**src/common/basicOpPkg.sv**
```systemverilog
package basicOpPkg;

	//////////////////////////////
	// Fixed-point word types
	//////////////////////////////

	// Q15 style operand word
	typedef logic signed [15:0] word16;

	// Q31 style accumulator word, also the scratch memory data
	typedef logic signed [31:0] word32;

	//////////////////////////////
	// Saturation limits
	//////////////////////////////

	localparam word16 max16 = 16'sh7FFF;
	localparam word16 min16 = 16'sh8000;

	localparam word32 max32 = 32'sh7FFF_FFFF;
	localparam word32 min32 = 32'sh8000_0000;

	//////////////////////////////
	// Multi-cycle unit sequencing
	//////////////////////////////

	// Waiting for ready, or stepping one bit per cycle
	typedef enum logic {idle, busy} seqState;

endpackage
```
**src/basicOps/satArith16.sv**
```systemverilog
`timescale 1ns/1ps

module satArith16
(
	input basicOpPkg::word16 addA,
	input basicOpPkg::word16 addB,
	output basicOpPkg::word16 addSum,
	input basicOpPkg::word16 subA,
	input basicOpPkg::word16 subB,
	output basicOpPkg::word16 subDiff,
	input basicOpPkg::word16 multA,
	input basicOpPkg::word16 multB,
	output basicOpPkg::word16 multProduct,
	input basicOpPkg::word16 shrVar1,
	input basicOpPkg::word16 shrVar2,
	output basicOpPkg::word16 shrResult
);

	logic signed [16:0] addWide;
	logic signed [16:0] subWide;
	logic signed [31:0] multWide;
	logic signed [16:0] multScaled;
	logic signed [16:0] shrNegCount;
	logic [4:0] shrLeftCount;
	logic [3:0] shrRightCount;
	logic signed [31:0] shrLeftWide;
	logic shrLeftFits;

	// Clip a 17-bit result into 16 bits
	function automatic basicOpPkg::word16 clip17(input logic signed [16:0] wide);
		if (wide[16] != wide[15])
			return wide[16] ? basicOpPkg::min16 : basicOpPkg::max16;
		return wide[15:0];
	endfunction

	always_comb
	begin
		addWide = addA + addB;
		subWide = subA - subB;
		addSum = clip17(addWide);
		subDiff = clip17(subWide);

		// Q15 product, only -1 * -1 lands outside the range
		multWide = multA * multB;
		multScaled = multWide[31:15];
		multProduct = clip17(multScaled);

		// Negative count means shl, capped at 16 positions
		shrNegCount = 17'sd0 - shrVar2;
		shrLeftCount = (shrNegCount > 16) ? 5'd16 : shrNegCount[4:0];
		shrLeftWide = shrVar1;
		shrLeftWide = shrLeftWide <<< shrLeftCount;
		shrLeftFits = (&shrLeftWide[31:15]) | ~(|shrLeftWide[31:15]);

		// 15 or more leaves only sign bits
		shrRightCount = (shrVar2 > 15) ? 4'd15 : shrVar2[3:0];

		if (shrVar2 < 0)
		begin
			if (shrLeftFits)
				shrResult = shrLeftWide[15:0];
			else
				shrResult = shrVar1[15] ? basicOpPkg::min16 : basicOpPkg::max16;
		end
		else
			shrResult = shrVar1 >>> shrRightCount;
	end

endmodule

```
**config.mk**
```make
export PLATFORM = sky130hd
export DESIGN_NAME = satArith16
export DESIGN_NICKNAME = d
export VERILOG_FILES = /design/src/common/basicOpPkg.sv /design/src/basicOps/satArith16.sv
export SDC_FILE = /design/constraint.sdc
export NUM_CORES = 1
export LEC_CHECK = 0
export BUFFER_PORTS_ARGS = -buffer_cell sky130_fd_sc_hd__buf_2
export CAP_MARGIN = 20
export CORE_ASPECT_RATIO = 1.5
export CORE_MARGIN = 2
export CORE_UTILIZATION = 65
export DETAILED_ROUTE_END_ITERATION = 10
export PLACE_DENSITY = 0.95
export SLEW_MARGIN = 20
export SYNTH_ARGS = -nofsm -noshare
export SYNTH_HDL_FRONTEND = slang
export SYNTH_SLANG_ARGS = --single-unit
```
**constraint.sdc**
```tcl
create_clock -name vclk -period 26.3
set_input_delay 5.26 -clock vclk [all_inputs]
set_output_delay 5.26 -clock vclk [all_outputs]
set_load 0.1 [all_outputs]
```
==> out/summary.txt <==
Status = finished, final reports clean
Setup TNS = 0 ps
Final Hold Vio Count = 0
Final core occ = 0.711
Library cells used by synthesis = 79
# setup viols final = 0
Detailed placer's ending HPWL = 37.2 mm
Post-CTS resize count = 0
Slowest Stage Delay on Critical Path = 570 ps
Detailed Routing Iterations Pass 1 = 7
Most frequent cells after synthesis = inv_1, fa_1, nand2_1
Worst relative slew slack = 0.334
Syn Nets = 2327
Die area = 23500 sq um
CP Launch Type = primary input
Initial DRC count = 1434
Synth area leader = fa_1
Fin crit period = 18500 ps
Average wire per standard cell = 20.9 microns
Tcrit/Tclk final = 0.703
Filler Cells Inserted = 1678
Final net count = 2440
Sequential element share of the synthesized area = 0
Most frequent cell on the critical path = fa_1
Synth top area share = 0.364
Crit path DAT = 13240 ps
Final routed DRC violation total = 0
Post-synthesis cell area = 14500 sq um
Via-to-Cell Ratio = 6.35
Critical path origin = multB[7]
Max Cap Viol = 0
Pins Over Slew Limit = 0
Tightest Hold Check Type = in -> out
Unrepaired setup endpoints after global routing = no
First-pass GRT wire length = 74.4 mm
Average cell area after synthesis = 7.94 sq um
Top cells by area, synth = fa_1, ha_1, inv_1
Initial antenna violation count = 1
Number of global-route vias before repair = 14900
Gr usage total = 0.396
Boundary Pins = 192
Site row count = 66
Sequential cell count = 0
CP endpoint kind = output pin
# hold bufs at CTS = 0
Die W = 126 microns
Core area = 21800 sq um
Largest fanout on the critical path = 16
WS Path Type = in -> out
PortBufs = 192
Yosys Warn Count = 0
Post-CTS Setup Bufs = 0
Slowest-stage cell, CP = and2_1
Routed via count = 14000
Grt ovf = 0
Synth Instances = 1822
Register area = 0 sq um
Syn-to-layout area delta = 7.15%
Layout cell share with drive strength beyond 1 = 0.130
# clk buffers = 0
Die Y = 187 microns
Starting Density = 0.663
Most common cell in the netlist = inv_1
Post-route ant nets = 0
Worst-Margin Slew = 996 ps
Pin count of the biggest net entering global routing = 45
CP Capture Point = multProduct[3]
GP Congestion = 1.02
Critical Path RT = 21040 ps
Fmax = 54.1 MHz
DRT Wirelength = 46.1 mm
[layout by cell type, fill, tap and decap left out, drive strengths merged, types with 32 or more instances in the layout]
| cell type | Yosys | routed |
|---|---|---|
| a21oi | 74 | 74 |
| fa | 263 | 263 |
| and2 | 124 | 124 |
| mux2i | 44 | 44 |
| nand2 | 218 | 218 |
| nor2 | 96 | 96 |
| nand3 | 32 | 32 |
| ha | 114 | 114 |
| o21ai | 68 | 68 |
| inv | 344 | 344 |
| xnor2 | 38 | 38 |
| buf | 18 | 205 |
[through the flow]
stage	cell area, sq um	setup WS, ps	hold slack, ps	instances
2_1_floorplan	14500	8380	11120	1822
3_3_place_gp	15500	8080	11030	2205
3_5_place_dp	15500	7640	11050	2205
4_1_cts	15500	7620	11050	2205
5_1_grt	15500	7490	11080	2205
6_report	15500	7800	11050	2207
[final cells by class]
cell class | instances | area, sq um | share of cell area
antenna | 2 | 5.00 | 0.000323
inverter | 344 | 1290 | 0.0833
multi-input combinational | 1384 | 12800 | 0.826
tap | 272 | 340 | 0.0220
timing repair buffer | 205 | 1060 | 0.0683
[logic make-up (layout without fill, tap and decap cells)]
group           count (synthesis)  count (layout)  synth area share
simple gates                  586             586             0.199
buf+inv                       438             549             0.116
fa+ha+maj                     377             377             0.463
compound gates                316             316             0.150
mux                            55              55            0.0429
xor+xnor                       50              50            0.0303
other cells                     0               2                 0
[per-layer routing]
metal / track usage / wire length, microns / up-vias
met5: 0 / 0 / -
met4: 0.298 / 4530 / 0
met2: 0.684 / 23100 / 910
met3: 0.0691 / 4130 / 340
li1: - / - / 6075
met1: 0.428 / 14400 / 6686
[worst max-delay path: cells and delay by family]
kind	cells	cell delay (ps)
adders and majority gates	7	3330
AOI/OAI and AO/OA	11	2750
buffers and inverters	7	1020
and+or+nand+nor	2	710
xor gates and xnor gates	1	140
[how the worst min path moves through the flow]
| stage | from | to | slack, ps | cells past startpoint |
|---|---|---|---|---|
| floorplan | addB[15] | addSum[15] | 11120 | 3 |
| global placement | subB[0] | subDiff[0] | 11030 | 4 |
| detailed placement | subB[0] | subDiff[0] | 11050 | 4 |
| CTS | subB[0] | subDiff[0] | 11050 | 4 |
| global route | subB[0] | subDiff[0] | 11080 | 4 |
| finish | subB[0] | subDiff[0] | 11050 | 4 |
