File: src/common/basicOpPkg.sv
package basicOpPkg;

	//////////////////////////////
	// Fixed-point word types
	//////////////////////////////

	// Q15 style operand word
	typedef logic signed [15:0] word16;

	// Q31 style accumulator word, also the scratch memory data
	typedef logic signed [31:0] word32;

	//////////////////////////////
	// Saturation limits
	//////////////////////////////

	localparam word16 max16 = 16'sh7FFF;
	localparam word16 min16 = 16'sh8000;

	localparam word32 max32 = 32'sh7FFF_FFFF;
	localparam word32 min32 = 32'sh8000_0000;

	//////////////////////////////
	// Multi-cycle unit sequencing
	//////////////////////////////

	// Waiting for ready, or stepping one bit per cycle
	typedef enum logic {idle, busy} seqState;

endpackage
File: src/basicOps/normalizer.sv
`timescale 1ns/1ps

module normalizer
(
	input logic clk,
	input logic arstN,
	input logic ready,
	input basicOpPkg::word16 var1,
	output basicOpPkg::word16 norm,
	output logic done
);

	basicOpPkg::seqState state;
	basicOpPkg::word16 work;
	logic [3:0] shiftCount;
	logic isTrivial;
	logic isNormal;

	// 0 and -1 never normalize
	always_comb
	begin
		isTrivial = (work == 16'sd0) || (&work);
		isNormal = work[15] != work[14];
	end

	always_ff @(posedge clk)
	begin
		if (state == basicOpPkg::idle && ready)
		begin
			work <= var1;
			shiftCount <= 4'd0;
		end
		else if (state == basicOpPkg::busy && !isTrivial && !isNormal)
		begin
			work <= work <<< 1;
			shiftCount <= shiftCount + 4'd1;
		end
	end

	always_ff @(posedge clk or negedge arstN)
	begin
		if (!arstN)
		begin
			state <= basicOpPkg::idle;
			norm <= '0;
			done <= 1'b0;
		end
		else
		begin
			done <= 1'b0;
			case (state)
				basicOpPkg::idle:
				begin
					if (ready)
						state <= basicOpPkg::busy;
				end
				basicOpPkg::busy:
				begin
					if (isTrivial)
					begin
						norm <= 16'sd15;
						done <= 1'b1;
						state <= basicOpPkg::idle;
					end
					else if (isNormal)
					begin
						norm <= {12'd0, shiftCount};
						done <= 1'b1;
						state <= basicOpPkg::idle;
					end
				end
			endcase
		end
	end

endmodule

File: config.mk
export PLATFORM = sky130hd
export DESIGN_NAME = normalizer
export DESIGN_NICKNAME = d
export VERILOG_FILES = /design/src/common/basicOpPkg.sv /design/src/basicOps/normalizer.sv
export SDC_FILE = /design/constraint.sdc
export NUM_CORES = 1
export LEC_CHECK = 0
export BUFFER_PORTS_ARGS = -buffer_cell sky130_fd_sc_hd__buf_2
export CAP_MARGIN = 20
export CORE_MARGIN = 2
export CORE_UTILIZATION = 50
export DETAILED_ROUTE_END_ITERATION = 10
export PLACE_DENSITY = 0.77
export SLEW_MARGIN = 0
export SYNTH_ARGS = -nofsm -noshare
export SYNTH_HDL_FRONTEND = slang
export SYNTH_SLANG_ARGS = --single-unit
export TNS_END_PERCENT = 100
File: constraint.sdc
create_clock -name clk -period 3 [get_ports clk]
set_clock_uncertainty 0.15 [all_clocks]
set_input_delay 0.75 -clock clk [delete_from_list [all_inputs] [get_ports clk]]
set_output_delay 0.75 -clock clk [all_outputs]
set_load 0.005 [all_outputs]
==> flow_metrics.py <==
metrics = {
    "detailed_routing": {
        "wire_per_inst_um": 12.1,
        "num_vias": 924,
        "drtIter0Drc": 18,
        "vias_per_cell": 4.99,
        "wl_um": 2230,
        "remaining_drc_errors": 0,
        "firstDrtPassIters": 4,
        "ant_nets": 0,
    },
    "timing": {
        "rsz0062_at_grt": "no",
        "setup_viol": 0,
        "fin_crit_ps": 2420,
        "slew_headroom": 0.545,
        "min_period_over_period": 0.807,
        "drv_slew": 0,
        "whs_ps": 82.2,
        "hold_viol": 0,
        "finalSetupTns_ps": 0,
        "timing.final.ws_setup_ps": 578,
        "worst_slew_pin_slew_ps": 683,
        "fmaxAchievable_mhz": 413,
    },
    "layout": {
        "fin_nets": 178,
        "drive_above_1_share": 0.206,
        "antenna-diode-count": 0,
        "area_growth_pct": 9.26,
        "layout_commonest_cell": "nand2_1",
        "mostFrequentLayoutCells": "48 x nand2_1, 23 x buf_2, 16 x edfxtp_1",
        "utilization": 0.578,
        "fin_cells": 185,
    },
    "worst_setup_path": {
        "crit_slowest_cell": "or2_1",
        "cp_cell_sequence": "inv_1, ha_1, nor4b_1, nand4_1, nand2_4, nor3b_2, or2_1",
        "path_class": "register to register",
        "cp-start-kind": "register",
        "cpPeakStageDelay_ps": 600,
        "path_max_fanout": 16,
        "cp_data_arrival_time_ps": 2230,
        "crit_family": "simple AND/OR/NAND/NOR gates",
        "required_ps": 2810,
        "crit_buf_inv": 1,
        "crit_path_end_kind": "register",
    },
    "synth": {
        "ys_seq_area_frac": 0.542,
        "syn_avg_cell_area_sq_um": 9.93,
        "synth_cells": 132,
        "synthDistinctLibCells": 31,
        "syn_area_sq_um": 1310,
        "ys_ff_latch": 26,
        "yosysWarnings": 0,
    },
    "place": {
        "finalWeightedCongestion": 0.774,
        "io_buffers": 23,
        "dp_cells": 181,
        "dp_slack_ps": 585,
        "place_hpwl_um": 1670,
    },
    "global_routing": {
        "use_met1": 0.189,
        "grt_max_degree": 19,
        "use_met2": 0.270,
        "track_usage": 0.158,
        "gr-total-overflow": 0,
        "grt_pass1_vias": 894,
        "grt_pass1_wl_um": 3770,
        "antenna_found_initial": 0,
        "grt_most_used_layer": "met2",
        "gr-usage-met3": 0.0211,
    },
    "die": {
        "die_area_sq_um": 3050,
        "rows": 18,
        "die_x_um": 55.2,
        "coreArea_sq_um": 2480,
        "io_pins": 36,
        "fp.dieH_um": 55.2,
        "initial_core_util": 0.529,
    },
    "clock_network": {
        "worstSkewPairLatency_ps": 320,
        "cts.htree.levels": 1,
        "cts_root_buffer": "clkbuf_4",
        "cts.sinks": 26,
        "max-clock-path-buffers": 2,
        "path_clk_slew_ps": 140,
        "post_cts_buffers": 0,
        "cts_resized": 0,
        "cts_hold_buf": 0,
        "cts_tree": "built",
        "cts_buffers": 3,
    },
    "pwr": {
        "power_frac_comb": 0.357,
        "ir_worst_vdd_mv": 0.498,
        "leakage_nw": 0.664,
        "internal_power_w": 0.000907,
        "power_frac_clock": 0.103,
        "p_sw_frac": 0.366,
        "seqPwrFrac": 0.540,
        "pwr_density_cell_nw_per_um2": 998,
        "p_switching_w": 0.000523,
    },
    "status": {
        "status": "complete, no violations",
    },
    "run": {
        "max_cap_violations": 0,
    },
    "worst_hold_path": {
        "hold_path.class": "input port to async pin",
    },
}
-- state kept, by name, indices dropped and copies added (netlist names) --
signal,cells
state,1
norm,4
done,1
shiftCount,4
work,16
-- layout make-up --
class | count | area [sq um]
clock buffers | 3 | 22.5
clock inverters | 1 | 3.75
fillers | 226 | 1040
inverters | 3 | 11.3
multi-input cells | 98 | 524
flip-flops and latches | 26 | 711
well taps | 30 | 37.5
repair buffers | 24 | 123
-- cell usage after synthesis, drive strengths merged --
master | n | area, sq um
nand4 | 4 | 25.0
edfxtp | 16 | 480
or2 | 3 | 18.8
nand2b | 2 | 12.5
nor4b | 1 | 8.76
buf | 13 | 95.1
or4 | 2 | 18.8
nor4 | 2 | 12.5
inv | 3 | 11.3
conb | 1 | 3.75
dfrtp | 6 | 150
ha | 3 | 37.5
nand3 | 3 | 15.0
mux2i | 3 | 30.0
nor2 | 2 | 7.51
nor2b | 1 | 6.26
o22a | 4 | 35.0
dfxtp | 4 | 80.1
o311ai | 1 | 8.76
o21ai | 1 | 5.00
nor3 | 1 | 5.00
and2 | 1 | 6.26
nand2 | 49 | 191
o21a | 1 | 15.0
nand3b | 1 | 7.51
clkbuf | 3 | 11.3
nor3b | 1 | 12.5
-- per-stage QoR --
| stage | area, sq um | total power, W |
|---|---|---|
| final | 1430 | 0.00143 |
| after global placement | 1410 | 0.00126 |
| after CTS | 1430 | 0.00144 |
| after global routing | 1430 | 0.00155 |
| after floorplan | 1350 | 0.00114 |
| after detailed placement | 1410 | 0.00130 |
-- metal layers --
metal / wire, um / up-vias
met5: 0 / -
met4: 46 / 0
met3: 69 / 4
met2: 1090 / 20
met1: 1030 / 427
li1: - / 473
-- path summary, 6_finish.rpt --
kind	startpoint	endpoint	slack (ps)	cells past startpoint
max in group asynchronous	arstN	state	2480	1
min in group clk	norm[0]	norm[0]	360	1
worst max-delay path	work[14]	work[0]	580	7
worst min-delay path	arstN	norm[0]	80	1
worst max register to register	work[14]	work[0]	580	7
worst min register to register	norm[0]	norm[0]	360	1
-- power by group through the flow --
| stage | clock, W | sequential (W) | combinational (W) |
|---|---|---|---|
| 5_1_grt | 0.000165 | 0.000797 | 0.000584 |
| 4_1_cts | 0.000150 | 0.000770 | 0.000520 |
| 3_5_place_dp | 0 | 0.000781 | 0.000518 |
| 2_1_floorplan | 0 | 0.000745 | 0.000397 |
| 3_3_place_gp | 0 | 0.000765 | 0.000497 |
| 6_report | 0.000147 | 0.000771 | 0.000511 |
-- cell families (layout without fill, tap and decap cells) --
logic type               Yosys count  after routing  synth area share
AND/OR/NAND/NOR                   73             73             0.265
flip-flops                        26             26             0.542
buffers and inverters             19             31            0.0897
AO/OA/AOI/OAI                      7              7            0.0487
adder cells (fa/ha/maj)            3              3            0.0286
multiplexers                       3              3            0.0229
other                              1             12           0.00286
Note: power is estimated with default switching activity, not from simulation.
