===== src/common/basicOpPkg.sv =====
package basicOpPkg;

	//////////////////////////////
	// Fixed-point word types
	//////////////////////////////

	// Q15 style operand word
	typedef logic signed [15:0] word16;

	// Q31 style accumulator word, also the scratch memory data
	typedef logic signed [31:0] word32;

	//////////////////////////////
	// Saturation limits
	//////////////////////////////

	localparam word16 max16 = 16'sh7FFF;
	localparam word16 min16 = 16'sh8000;

	localparam word32 max32 = 32'sh7FFF_FFFF;
	localparam word32 min32 = 32'sh8000_0000;

	//////////////////////////////
	// Multi-cycle unit sequencing
	//////////////////////////////

	// Waiting for ready, or stepping one bit per cycle
	typedef enum logic {idle, busy} seqState;

endpackage

===== src/basicOps/shiftLeftSeq.sv =====
`timescale 1ns/1ps

module shiftLeftSeq
(
	input logic clk,
	input logic arstN,
	input logic ready,
	input basicOpPkg::word32 var1,
	input basicOpPkg::word16 numShift,
	output basicOpPkg::word32 out,
	output logic done
);

	basicOpPkg::seqState state;
	basicOpPkg::word32 work;
	basicOpPkg::word16 stepsLeft;
	logic signed [16:0] rightWide;
	logic [4:0] rightCount;

	// Magnitude of a count of zero or less
	always_comb
	begin
		rightWide = 17'sd0 - stepsLeft;
		rightCount = (rightWide > 31) ? 5'd31 : rightWide[4:0];
	end

	// Working word, one bit per cycle
	always_ff @(posedge clk)
	begin
		if (state == basicOpPkg::idle && ready)
		begin
			work <= var1;
			stepsLeft <= numShift;
		end
		else if (state == basicOpPkg::busy && stepsLeft > 0)
		begin
			stepsLeft <= stepsLeft - 16'sd1;
			// Sign would flip, so clamp and hold
			if (work[31] != work[30])
				work <= work[31] ? basicOpPkg::min32 : basicOpPkg::max32;
			else
				work <= work <<< 1;
		end
	end

	always_ff @(posedge clk or negedge arstN)
	begin
		if (!arstN)
		begin
			state <= basicOpPkg::idle;
			out <= '0;
			done <= 1'b0;
		end
		else
		begin
			done <= 1'b0;
			case (state)
				basicOpPkg::idle:
				begin
					if (ready)
						state <= basicOpPkg::busy;
				end
				basicOpPkg::busy:
				begin
					if (stepsLeft <= 0)
					begin
						out <= work >>> rightCount;
						done <= 1'b1;
						state <= basicOpPkg::idle;
					end
				end
			endcase
		end
	end

endmodule


===== config.mk =====
export PLATFORM = sky130hd
export DESIGN_NAME = shiftLeftSeq
export DESIGN_NICKNAME = d
export VERILOG_FILES = /design/src/common/basicOpPkg.sv /design/src/basicOps/shiftLeftSeq.sv
export SDC_FILE = /design/constraint.sdc
export NUM_CORES = 1
export LEC_CHECK = 0
export ABC_AREA = 1
export ABC_CLOCK_PERIOD_IN_PS = 10970
export BUFFER_PORTS_ARGS = -buffer_cell sky130_fd_sc_hd__buf_4
export CAP_MARGIN = 20
export CORE_MARGIN = 5
export CORE_UTILIZATION = 63
export DETAILED_ROUTE_END_ITERATION = 16
export MAX_ROUTING_LAYER = met4
export PLACE_DENSITY = 0.95
export SYNTH_ARGS = -nofsm -noshare
export SYNTH_HDL_FRONTEND = slang
export SYNTH_SLANG_ARGS = --single-unit

===== constraint.sdc =====
create_clock -name clk -period 10.97 [get_ports clk]
set_input_delay 1.6455 -clock clk [delete_from_list [all_inputs] [get_ports clk]]
set_output_delay 1.6455 -clock clk [all_outputs]
set_load 0.02 [all_outputs]

==> flow_metrics.tcl <==
set metrics [dict create \
    outcome "finished, final reports clean" \
    critical_path_peak_fanout 37 \
    avgViaCountPerCell 5.90 \
    global_route.overflow_total 0 \
    rsz_0062_raised_after_global_routing "no" \
    finalSetupViolCount 0 \
    core_region_area_mm2 0.00906 \
    initial_core_util_pct 63.6 \
    cts_htree_levels 3 \
    dr.first_iter.drc_count 795 \
    cts_tree "done" \
    filler_cell_count 766 \
    detailedPlacementHpwl_um 11900 \
    crit-reg2reg-launch "stepsLeft[0]" \
    worstMarginPinSlew_ns 0.983 \
    worstSetupPathType "reg2reg" \
    synth.most_common_cell "nand3_1" \
    dominant_combinational_cell_family_by_area_after_synthesis "simple AND/OR/NAND/NOR gates" \
    synth_top_area_share_pct 25.0 \
    final-instance-count-excl-fill 1013 \
    postCtsSetupRepairBufs 0 \
    path_buf_inv 3 \
    rows 35 \
    hold_start "out[6]" \
    top_post_synthesis_cells_by_area "edfxtp_1, nand3_1, dfrtp_1, nand2_1, nor2_1" \
    crit-reg2reg-capture "out[7]" \
    final_antenna_net_count 0 \
    maxCapViolations 0 \
    routed_wl_um 16100 \
    fin_tns_setup_ns 0 \
    worst_path_max_delay_cell "nand2_1" \
    cts_resized 0 \
    yosysUniqueCellTypes 31 \
    worstSkewPairLatency_ns 0.36 \
    post_synthesis_mux_area_share_pct 0 \
    area.sequential_mm2 0.00229 \
    top_cell_type_by_total_area_after_synthesis "edfxtp_1" \
    cts_root_buf "clkbuf_8" \
    cp-start-kind "flop" \
    cpLargestDelayFamily "simple AND/OR/NAND/NOR gates" \
    path_clk_slew_ns 0.09 \
    global_route_wire_length_before_repair_um 26800 \
    layout_worst_path_cycle_share_pct 46.4 \
    critPathArrivalTime_ns 5.34 \
    die_width_um 106 \
    holdBufCountCts 0 \
    placement.io_buffers 83 \
    synth.net_count 905 \
    dr.pass1.iters 5 \
    synth-edff-count 48 \
    hold_depth 2 \
    slew_violations 0 \
    syn_area_mm2 0.00577 \
    initial_antenna_violation_count 0 \
    layout-drive-gt1-share_pct 13.3 \
    grt_pass1_vias 5324 \
    placed_cells 996 \
    cts_max_path_buffers 2 \
    ys_dominant_reg_cell "edfxtp_1" \
    top_level_ports 84 \
    gr-usage-all-layers_pct 30.2 \
    path_cells "inv_2 -> ha_1 -> nand2_2 -> nor2_2 -> nand2_1 -> nor4_2 -> ha_1 -> inv_1 -> nand2_2 -> nand2_1 -> inv_1 -> nand3_1 -> nand3_1 -> nand3_1 -> nand2_1" \
    vias 5980 \
    slew_headroom_pct 34.4 \
    synth_xor_area_share_pct 0.760 \
    nets 954 \
    fmax_mhz 196 \
    antennaDiodeCount 0 \
    synth_top_cells_by_count "nand3_1, nand2_1, nor2_1, inv_1, a21oi_1" \
    critical_path_depth 15 \
    yosys_register_bits 82 \
    routability_congestion_estimate 1.04 \
    skew_ns 0.0158 \
    async_reset_ff_share_pct 41.5 \
    synth_cells 848 \
    holdCritPathClass "reg2reg" \
    min_period_ns 5.09 \
    multi_input_area_mm2 0.00303 \
    syn2layout_area_growth_pct 13.9 \
    final_hold_viols 0 \
    postSynthAreaPerCell_um2 6.80 \
    timing.hold.worst_endpoint "out[6]" \
    post-route-drc-count 0 \
    synth_fa_ha_area_share_pct 1.30 \
    area_fraction_in_compound_gates_after_synthesis_pct 6.73 \
    post_drt_wl_per_cell_um 15.9 \
    numCtsBuffers 9 \
    cts.sink_count 82 \
    reg2reg_setup_slack_ns 5.88 \
    synth-seq-area-share_pct 39.8 \
    worst_setup_path_end_kind "flop" \
    number_of_warnings_issued_by_yosys 0 \
    cp_slowest_stage_delay_ns 0.81 \
    worstPathRequired_ns 11.21 \
    grt_start_max_net_pins 54 \
    fp.dieH_um 106 \
    design.die.area_mm2 0.0112 \
    synthSimpleGateAreaFrac_pct 43.6 \
    layout.core_utilization_pct 72.4 \
    cell_count_of_the_worst_reg_to_reg_path 15 \
]
## sequential cells by signal (all words and copies together) (netlist names)
register,cells
out,32
work,32
stepsLeft,16
done,1
state,1
## worst min-delay path, cell delays in order (launching register included)
cell     delay (ns)
dfrtp_1        0.35
nand2_1        0.06
nand2_1        0.06
## how the worst max path moves through the flow
stage | slack [ns] | start | end
2_1_floorplan | 6.99 | stepsLeft[0] | stepsLeft[0]
3_3_place_gp | 6.14 | stepsLeft[0] | out[7]
3_5_place_dp | 6.06 | stepsLeft[0] | out[8]
4_1_cts | 6.02 | stepsLeft[0] | out[8]
5_1_grt | 5.40 | stepsLeft[0] | out[8]
6_report | 5.88 | stepsLeft[0] | out[7]
## cells in the final DEF (no fill, tap or decap), drive strengths merged
cell,n
nand3,247
nand2,228
nor2,88
buf,86
inv,62
a21oi,53
edfxtp,48
dfrtp,34
o21ai,13
clkbuf,11
a31oi,6
ha,6
xor2,4
nor3,3
clkinv,2
nand4,2
bufinv,2
clkinvlp,2
o31ai,1
xnor2,1
nor4,1
or2,1
o2111ai,1
## cell families (layout without fill, tap and decap cells)
group | Yosys count | after routing
AND/OR/NAND/NOR | 570 | 570
XOR/XNOR | 5 | 5
buffers and inverters | 111 | 165
flip-flops | 82 | 82
AO/OA/AOI/OAI | 74 | 74
adder cells (fa/ha/maj) | 6 | 6
## layout make-up
cell class | count | share of cell area, %
Clock buffer | 11 | 2.00
Clock inverter | 5 | 1.20
Inverter | 63 | 3.60
Multi-Input combinational cell | 655 | 46.1
Sequential cell | 82 | 34.9
Tap cell | 111 | 2.12
Timing Repair Buffer | 86 | 10.0
## routing by layer
metal / wire [µm] / vias to the layer above / track usage (%)
li1: - / 2944 / -
met1: 7350 / 2662 / 46.2
met2: 6880 / 341 / 42.1
met3: 1470 / 33 / 3.98
met4: 385 / 0 / 8.05
met5: 0 / - / -
## per-stage QoR
step | area [µm²] | hold WS, ns | worst slack, ns
after floorplan | 5770 | 0.544 | 6.99
after global placement | 6330 | 0.469 | 6.14
after detailed placement | 6330 | 0.475 | 6.06
after CTS | 6550 | 0.494 | 6.02
after global routing | 6570 | 0.520 | 5.40
final | 6570 | 0.491 | 5.88
Power is not shown: default switching activity piles up to over one toggle a cycle in this logic, so the estimate is an artifact.
