## src/common/basicOpPkg.sv

```systemverilog
package basicOpPkg;

	//////////////////////////////
	// Fixed-point word types
	//////////////////////////////

	// Q15 style operand word
	typedef logic signed [15:0] word16;

	// Q31 style accumulator word, also the scratch memory data
	typedef logic signed [31:0] word32;

	//////////////////////////////
	// Saturation limits
	//////////////////////////////

	localparam word16 max16 = 16'sh7FFF;
	localparam word16 min16 = 16'sh8000;

	localparam word32 max32 = 32'sh7FFF_FFFF;
	localparam word32 min32 = 32'sh8000_0000;

	//////////////////////////////
	// Multi-cycle unit sequencing
	//////////////////////////////

	// Waiting for ready, or stepping one bit per cycle
	typedef enum logic {idle, busy} seqState;

endpackage
```

## src/basicOps/satArith32.sv

```systemverilog
`timescale 1ns/1ps

module satArith32
(
	input basicOpPkg::word16 lMultA,
	input basicOpPkg::word16 lMultB,
	output basicOpPkg::word32 lMultProduct,
	output logic lMultOverflow,
	input basicOpPkg::word16 lMacA,
	input basicOpPkg::word16 lMacB,
	input basicOpPkg::word32 lMacC,
	output basicOpPkg::word32 lMacOut,
	output logic lMacOverflow,
	input basicOpPkg::word16 lMsuA,
	input basicOpPkg::word16 lMsuB,
	input basicOpPkg::word32 lMsuC,
	output basicOpPkg::word32 lMsuOut,
	output logic lMsuOverflow,
	input basicOpPkg::word32 lAddA,
	input basicOpPkg::word32 lAddB,
	output basicOpPkg::word32 lAddSum,
	input basicOpPkg::word32 lSubA,
	input basicOpPkg::word32 lSubB,
	output basicOpPkg::word32 lSubDiff,
	input basicOpPkg::word32 lShrVar1,
	input basicOpPkg::word16 lShrNumShift,
	output basicOpPkg::word32 lShrOut
);

	//////////////////////////////
	// Shared helpers
	//////////////////////////////

	// Doubled product with the overflow flag on top
	function automatic logic [32:0] lMultCalc(input basicOpPkg::word16 a, input basicOpPkg::word16 b);
		basicOpPkg::word32 product;
		product = a * b;
		if (product == 32'sh4000_0000)
			return {1'b1, basicOpPkg::max32};
		return {1'b0, product <<< 1};
	endfunction

	function automatic basicOpPkg::word32 clip33(input logic signed [32:0] wide);
		if (wide[32] != wide[31])
			return wide[32] ? basicOpPkg::min32 : basicOpPkg::max32;
		return wide[31:0];
	endfunction

	logic [32:0] multResult;
	logic [32:0] macProduct;
	logic [32:0] msuProduct;
	logic signed [32:0] macWide;
	logic signed [32:0] msuWide;
	logic signed [32:0] addWide;
	logic signed [32:0] subWide;
	logic signed [16:0] shrNegCount;
	logic [5:0] shrLeftCount;
	logic [4:0] shrRightCount;
	logic signed [63:0] shrLeftWide;
	logic shrLeftFits;

	always_comb
	begin
		multResult = lMultCalc(lMultA, lMultB);
		lMultProduct = multResult[31:0];
		lMultOverflow = multResult[32];

		// Accumulate, flag either stage saturating
		macProduct = lMultCalc(lMacA, lMacB);
		macWide = lMacC + $signed(macProduct[31:0]);
		lMacOut = clip33(macWide);
		lMacOverflow = macProduct[32] | (macWide[32] != macWide[31]);

		msuProduct = lMultCalc(lMsuA, lMsuB);
		msuWide = lMsuC - $signed(msuProduct[31:0]);
		lMsuOut = clip33(msuWide);
		lMsuOverflow = msuProduct[32] | (msuWide[32] != msuWide[31]);

		addWide = lAddA + lAddB;
		subWide = lSubA - lSubB;
		lAddSum = clip33(addWide);
		lSubDiff = clip33(subWide);

		// L_shr, negative count shifts left capped at 32
		shrNegCount = 17'sd0 - lShrNumShift;
		shrLeftCount = (shrNegCount > 32) ? 6'd32 : shrNegCount[5:0];
		shrLeftWide = lShrVar1;
		shrLeftWide = shrLeftWide <<< shrLeftCount;
		shrLeftFits = (&shrLeftWide[63:31]) | ~(|shrLeftWide[63:31]);
		shrRightCount = (lShrNumShift > 31) ? 5'd31 : lShrNumShift[4:0];

		if (lShrNumShift < 0)
			lShrOut = shrLeftFits ? shrLeftWide[31:0]
				: (lShrVar1[31] ? basicOpPkg::min32 : basicOpPkg::max32);
		else
			lShrOut = lShrVar1 >>> shrRightCount;
	end

endmodule

```

## config.mk

```make
export PLATFORM = sky130hd
export DESIGN_NAME = satArith32
export DESIGN_NICKNAME = d
export VERILOG_FILES = /design/src/common/basicOpPkg.sv /design/src/basicOps/satArith32.sv
export SDC_FILE = /design/constraint.sdc
export NUM_CORES = 2
export LEC_CHECK = 0
export BUFFER_PORTS_ARGS = -buffer_cell sky130_fd_sc_hd__clkbuf_2
export CORE_ASPECT_RATIO = 0.75
export CORE_MARGIN = 4
export CORE_UTILIZATION = 54
export DETAILED_ROUTE_END_ITERATION = 8
export PLACE_DENSITY = 0.77
export SLEW_MARGIN = 20
export SYNTH_ARGS = -nofsm -noshare
export SYNTH_HDL_FRONTEND = slang
export SYNTH_SLANG_ARGS = --single-unit
```

## constraint.sdc

```tcl
create_clock -name vclk -period 11.6
set_input_delay 0 -clock vclk [all_inputs]
set_output_delay 0 -clock vclk [all_outputs]
set_load 0.01 [all_outputs]
```

==> results.md <==
* **run status** complete, no violations
* **fraction of the yosys area taken by sequential cells** 0%
* **global placement routability congestion** 0.982
* **number of violations reported at the end of detailed-routing iteration 0** 3,853
* **post-synthesis instance area** 0.0423 sq mm
* **crit share post-route** 97.5%
* **total number of vias** 39,000
* **total of warnings raised by yosys** 0
* **arrival time of data at the critical path endpoint** 11.31 ns
* **Final setup violation count** 0
* **number of port buffers** 531
* **placed cells** 6,617
* **worst setup timing slack at the placement stage** -0.329 ns
* **HP Class** in -> out
* **total number of placement rows** 88
* **cell depth of the worst hold path** 4
* **shortest clock period the worst path allows after layout** 11.31 ns
* **area of all placed cells without fillers** 0.0469 sq mm
* **area of combinational cells with multiple inputs** 0.0387 sq mm
* **Die Y** 250 um
* **critical setup path kind** in -> out
* **worst slew pin tran** 1.09 ns
* **worst hold slack** 0.362 ns
* **number of antenna violations at the first check in global routing** 7
* **Post-DRT Antenna Nets** 0
* **top achievable clock speed** 88.4 MHz
* **Setup crit end kind** output port
* **number of different library cells in the post-synthesis netlist** 96
* **number of cells in the finished layout apart from fillers** 6,635
* **max-cap violation count** 0
* **end point of the worst hold path** lSubDiff[0]
* **Die Area** 0.0830 sq mm
* **post-route setup slack** 0.289 ns
* **type of element launching the critical path** input port
* **vias in the first global route** 39,700
* **area occupied by registers** 0 sq um
* **buffers and inverters on the worst path** 10
* **pin count of the biggest net entering global routing** 59
* **leading cell types by total area after synthesis** sky130_fd_sc_hd__fa_1 37%, sky130_fd_sc_hd__ha_1 11%, sky130_fd_sc_hd__inv_1 7.4%, sky130_fd_sc_hd__and2_1 5.5%, sky130_fd_sc_hd__nand2_1 5.0%
* **area share of the leading cell type in the synthesized netlist** 37.4%
* **Core ar.** 0.0773 sq mm
* **Max stage delay cell, worst path** sky130_fd_sc_hd__fa_1
* **Layout clock buffers** 0
* **area post-placement** 0.0463 sq mm
* **required time reported for the critical path endpoint** 11.60 ns
* **mean instance size in the synthesized netlist** 8.19 sq um
* **average routed wire per standard cell** 20.1 um
* **kind of cell adding the most delay to the critical path** simple AND/OR/NAND/NOR gates
* **total overflow reported by the global router** 0
* **Net Count, Synth** 6,672
* **worst slew margin relative to its limit** 27.2%
* **endpoints failing hold** 0
* **total global routing track utilization** 31.3%
* **count of filler cells inserted in the layout** 6,919
* **signed area change from the synthesized netlist to the final layout** 10.7%
* **largest area contributor in the synthesized netlist** sky130_fd_sc_hd__fa_1
* **Die Width** 331 um
* **I/O pin count** 531
* **biggest fanout along the worst timing path** 14
* **ranking of synthesized cells by instance count** 833 x sky130_fd_sc_hd__inv_1, 790 x sky130_fd_sc_hd__fa_1, 562 x sky130_fd_sc_hd__nand2_1
* **synthesized instance count** 5,169
* **count of flip-flops and latches** 0
* **HPWL after detailed placement** 111,000 um
* **global-route wire length before repair** 214,000 um
* **most frequent cell after synthesis** sky130_fd_sc_hd__inv_1
* **layout cell share with drive strength beyond 1** 15.1%
* **Pre-Repair DR Iteration Count** 8
* **effective utilization at floorplan** 54.8%
* **startpoint of the worst hold path** lSubB[0]
* **number of nets in the finished design** 7,103
* **via-per-instance ratio** 5.87
* **total routed wirelength** 133,000 um
* **Most common cell on crit path** sky130_fd_sc_hd__fa_1
* **pins over their slew limit** 0
* **drc violations** 0
* **delay of the slowest cell on the worst path** 0.55 ns
==> metrics by stage <==
stage	util (%)	TNS, ns
final	60.7	0
after global placement	59.9	-2.70
after CTS	60.0	0
after floorplan	-	0
after detailed placement	59.9	-8.25
after global routing	60.7	-2.39
==> tightest hold or removal path, delay by kind of cell <==
family	cells	cell delay, ns
AOI/OAI and AO/OA	1	0.05
adders and majority gates	1	0.11
buffers and inverters	2	0.20
==> placed cells by master (no fill, tap or decap), types with 29 or more instances in the layout <==
| master | n |
|---|---|
| sky130_fd_sc_hd__or3_1 | 29 |
| sky130_fd_sc_hd__xnor2_1 | 129 |
| sky130_fd_sc_hd__nor2_1 | 287 |
| sky130_fd_sc_hd__o21ai_0 | 146 |
| sky130_fd_sc_hd__nand3_1 | 59 |
| sky130_fd_sc_hd__inv_1 | 830 |
| sky130_fd_sc_hd__nand2b_1 | 70 |
| sky130_fd_sc_hd__and3_1 | 31 |
| sky130_fd_sc_hd__xor2_1 | 86 |
| sky130_fd_sc_hd__nor3_1 | 82 |
| sky130_fd_sc_hd__ha_1 | 373 |
| sky130_fd_sc_hd__and2_1 | 373 |
| sky130_fd_sc_hd__o211ai_1 | 35 |
| sky130_fd_sc_hd__clkbuf_2 | 507 |
| sky130_fd_sc_hd__o22ai_1 | 35 |
| sky130_fd_sc_hd__fa_1 | 789 |
| sky130_fd_sc_hd__a21oi_1 | 290 |
| sky130_fd_sc_hd__a21o_1 | 53 |
| sky130_fd_sc_hd__mux2i_1 | 111 |
| sky130_fd_sc_hd__buf_4 | 118 |
| sky130_fd_sc_hd__nand2_1 | 557 |
==> cell type report <==
class / count / share of cell area [%]
Antenna cell: 2 / 0.0107
Inverter: 835 / 6.69
Multi-Input combinational cell: 4101 / 82.5
Tap cell: 1035 / 2.76
Timing Repair Buffer: 662 / 8.00
==> cell families (layout without fill, tap and decap cells) <==
family / Yosys count / after routing / share of synthesized area (%)
muxes: 140 / 140 / 3.43
adders and majority gates: 1179 / 1179 / 48.8
AOI/OAI and AO/OA: 920 / 920 / 14.5
xor gates and xnor gates: 217 / 217 / 4.49
other: 0 / 2 / 0
buffers and inverters: 1068 / 1497 / 9.69
and+or+nand+nor: 1645 / 1645 / 19.1
==> repair_timing <==
action / 4_1_cts / 5_1_grt
hold buffers: 0 / 0
resized for setup: 12 / 113
buffers inserted: 2 / 10
pin swaps: 5 / 34
setup endpoints to repair: 36 / 65
cloned: 0 / 3
==> worst max path at each step <==
stage,from,endpoint,slack [ns],cells past startpoint
after floorplan,lMsuA[10],lMsuOut[10],0.30,47
after global placement,lMsuB[1],lMsuOut[3],-0.14,50
after detailed placement,lMsuB[1],lMsuOut[0],-0.33,50
after CTS,lMsuB[1],lMsuOut[5],0.03,50
after global routing,lMsuA[4],lMsuOut[8],-0.12,49
final,lMsuB[1],lMsuOut[8],0.29,48
==> per-layer routing <==
metal  up-vias  share of wire [%]  global-route usage, %
li1      17700                  -                      -
met2      1864                 44                   48.2
met5         -              0.040                      0
met1     19200                 43                   45.1
met3       227                 11                   8.38
met4         8                2.1                   5.37
Power is not shown: default switching activity piles up to over one toggle a cycle in this logic, so the estimate is an artifact.
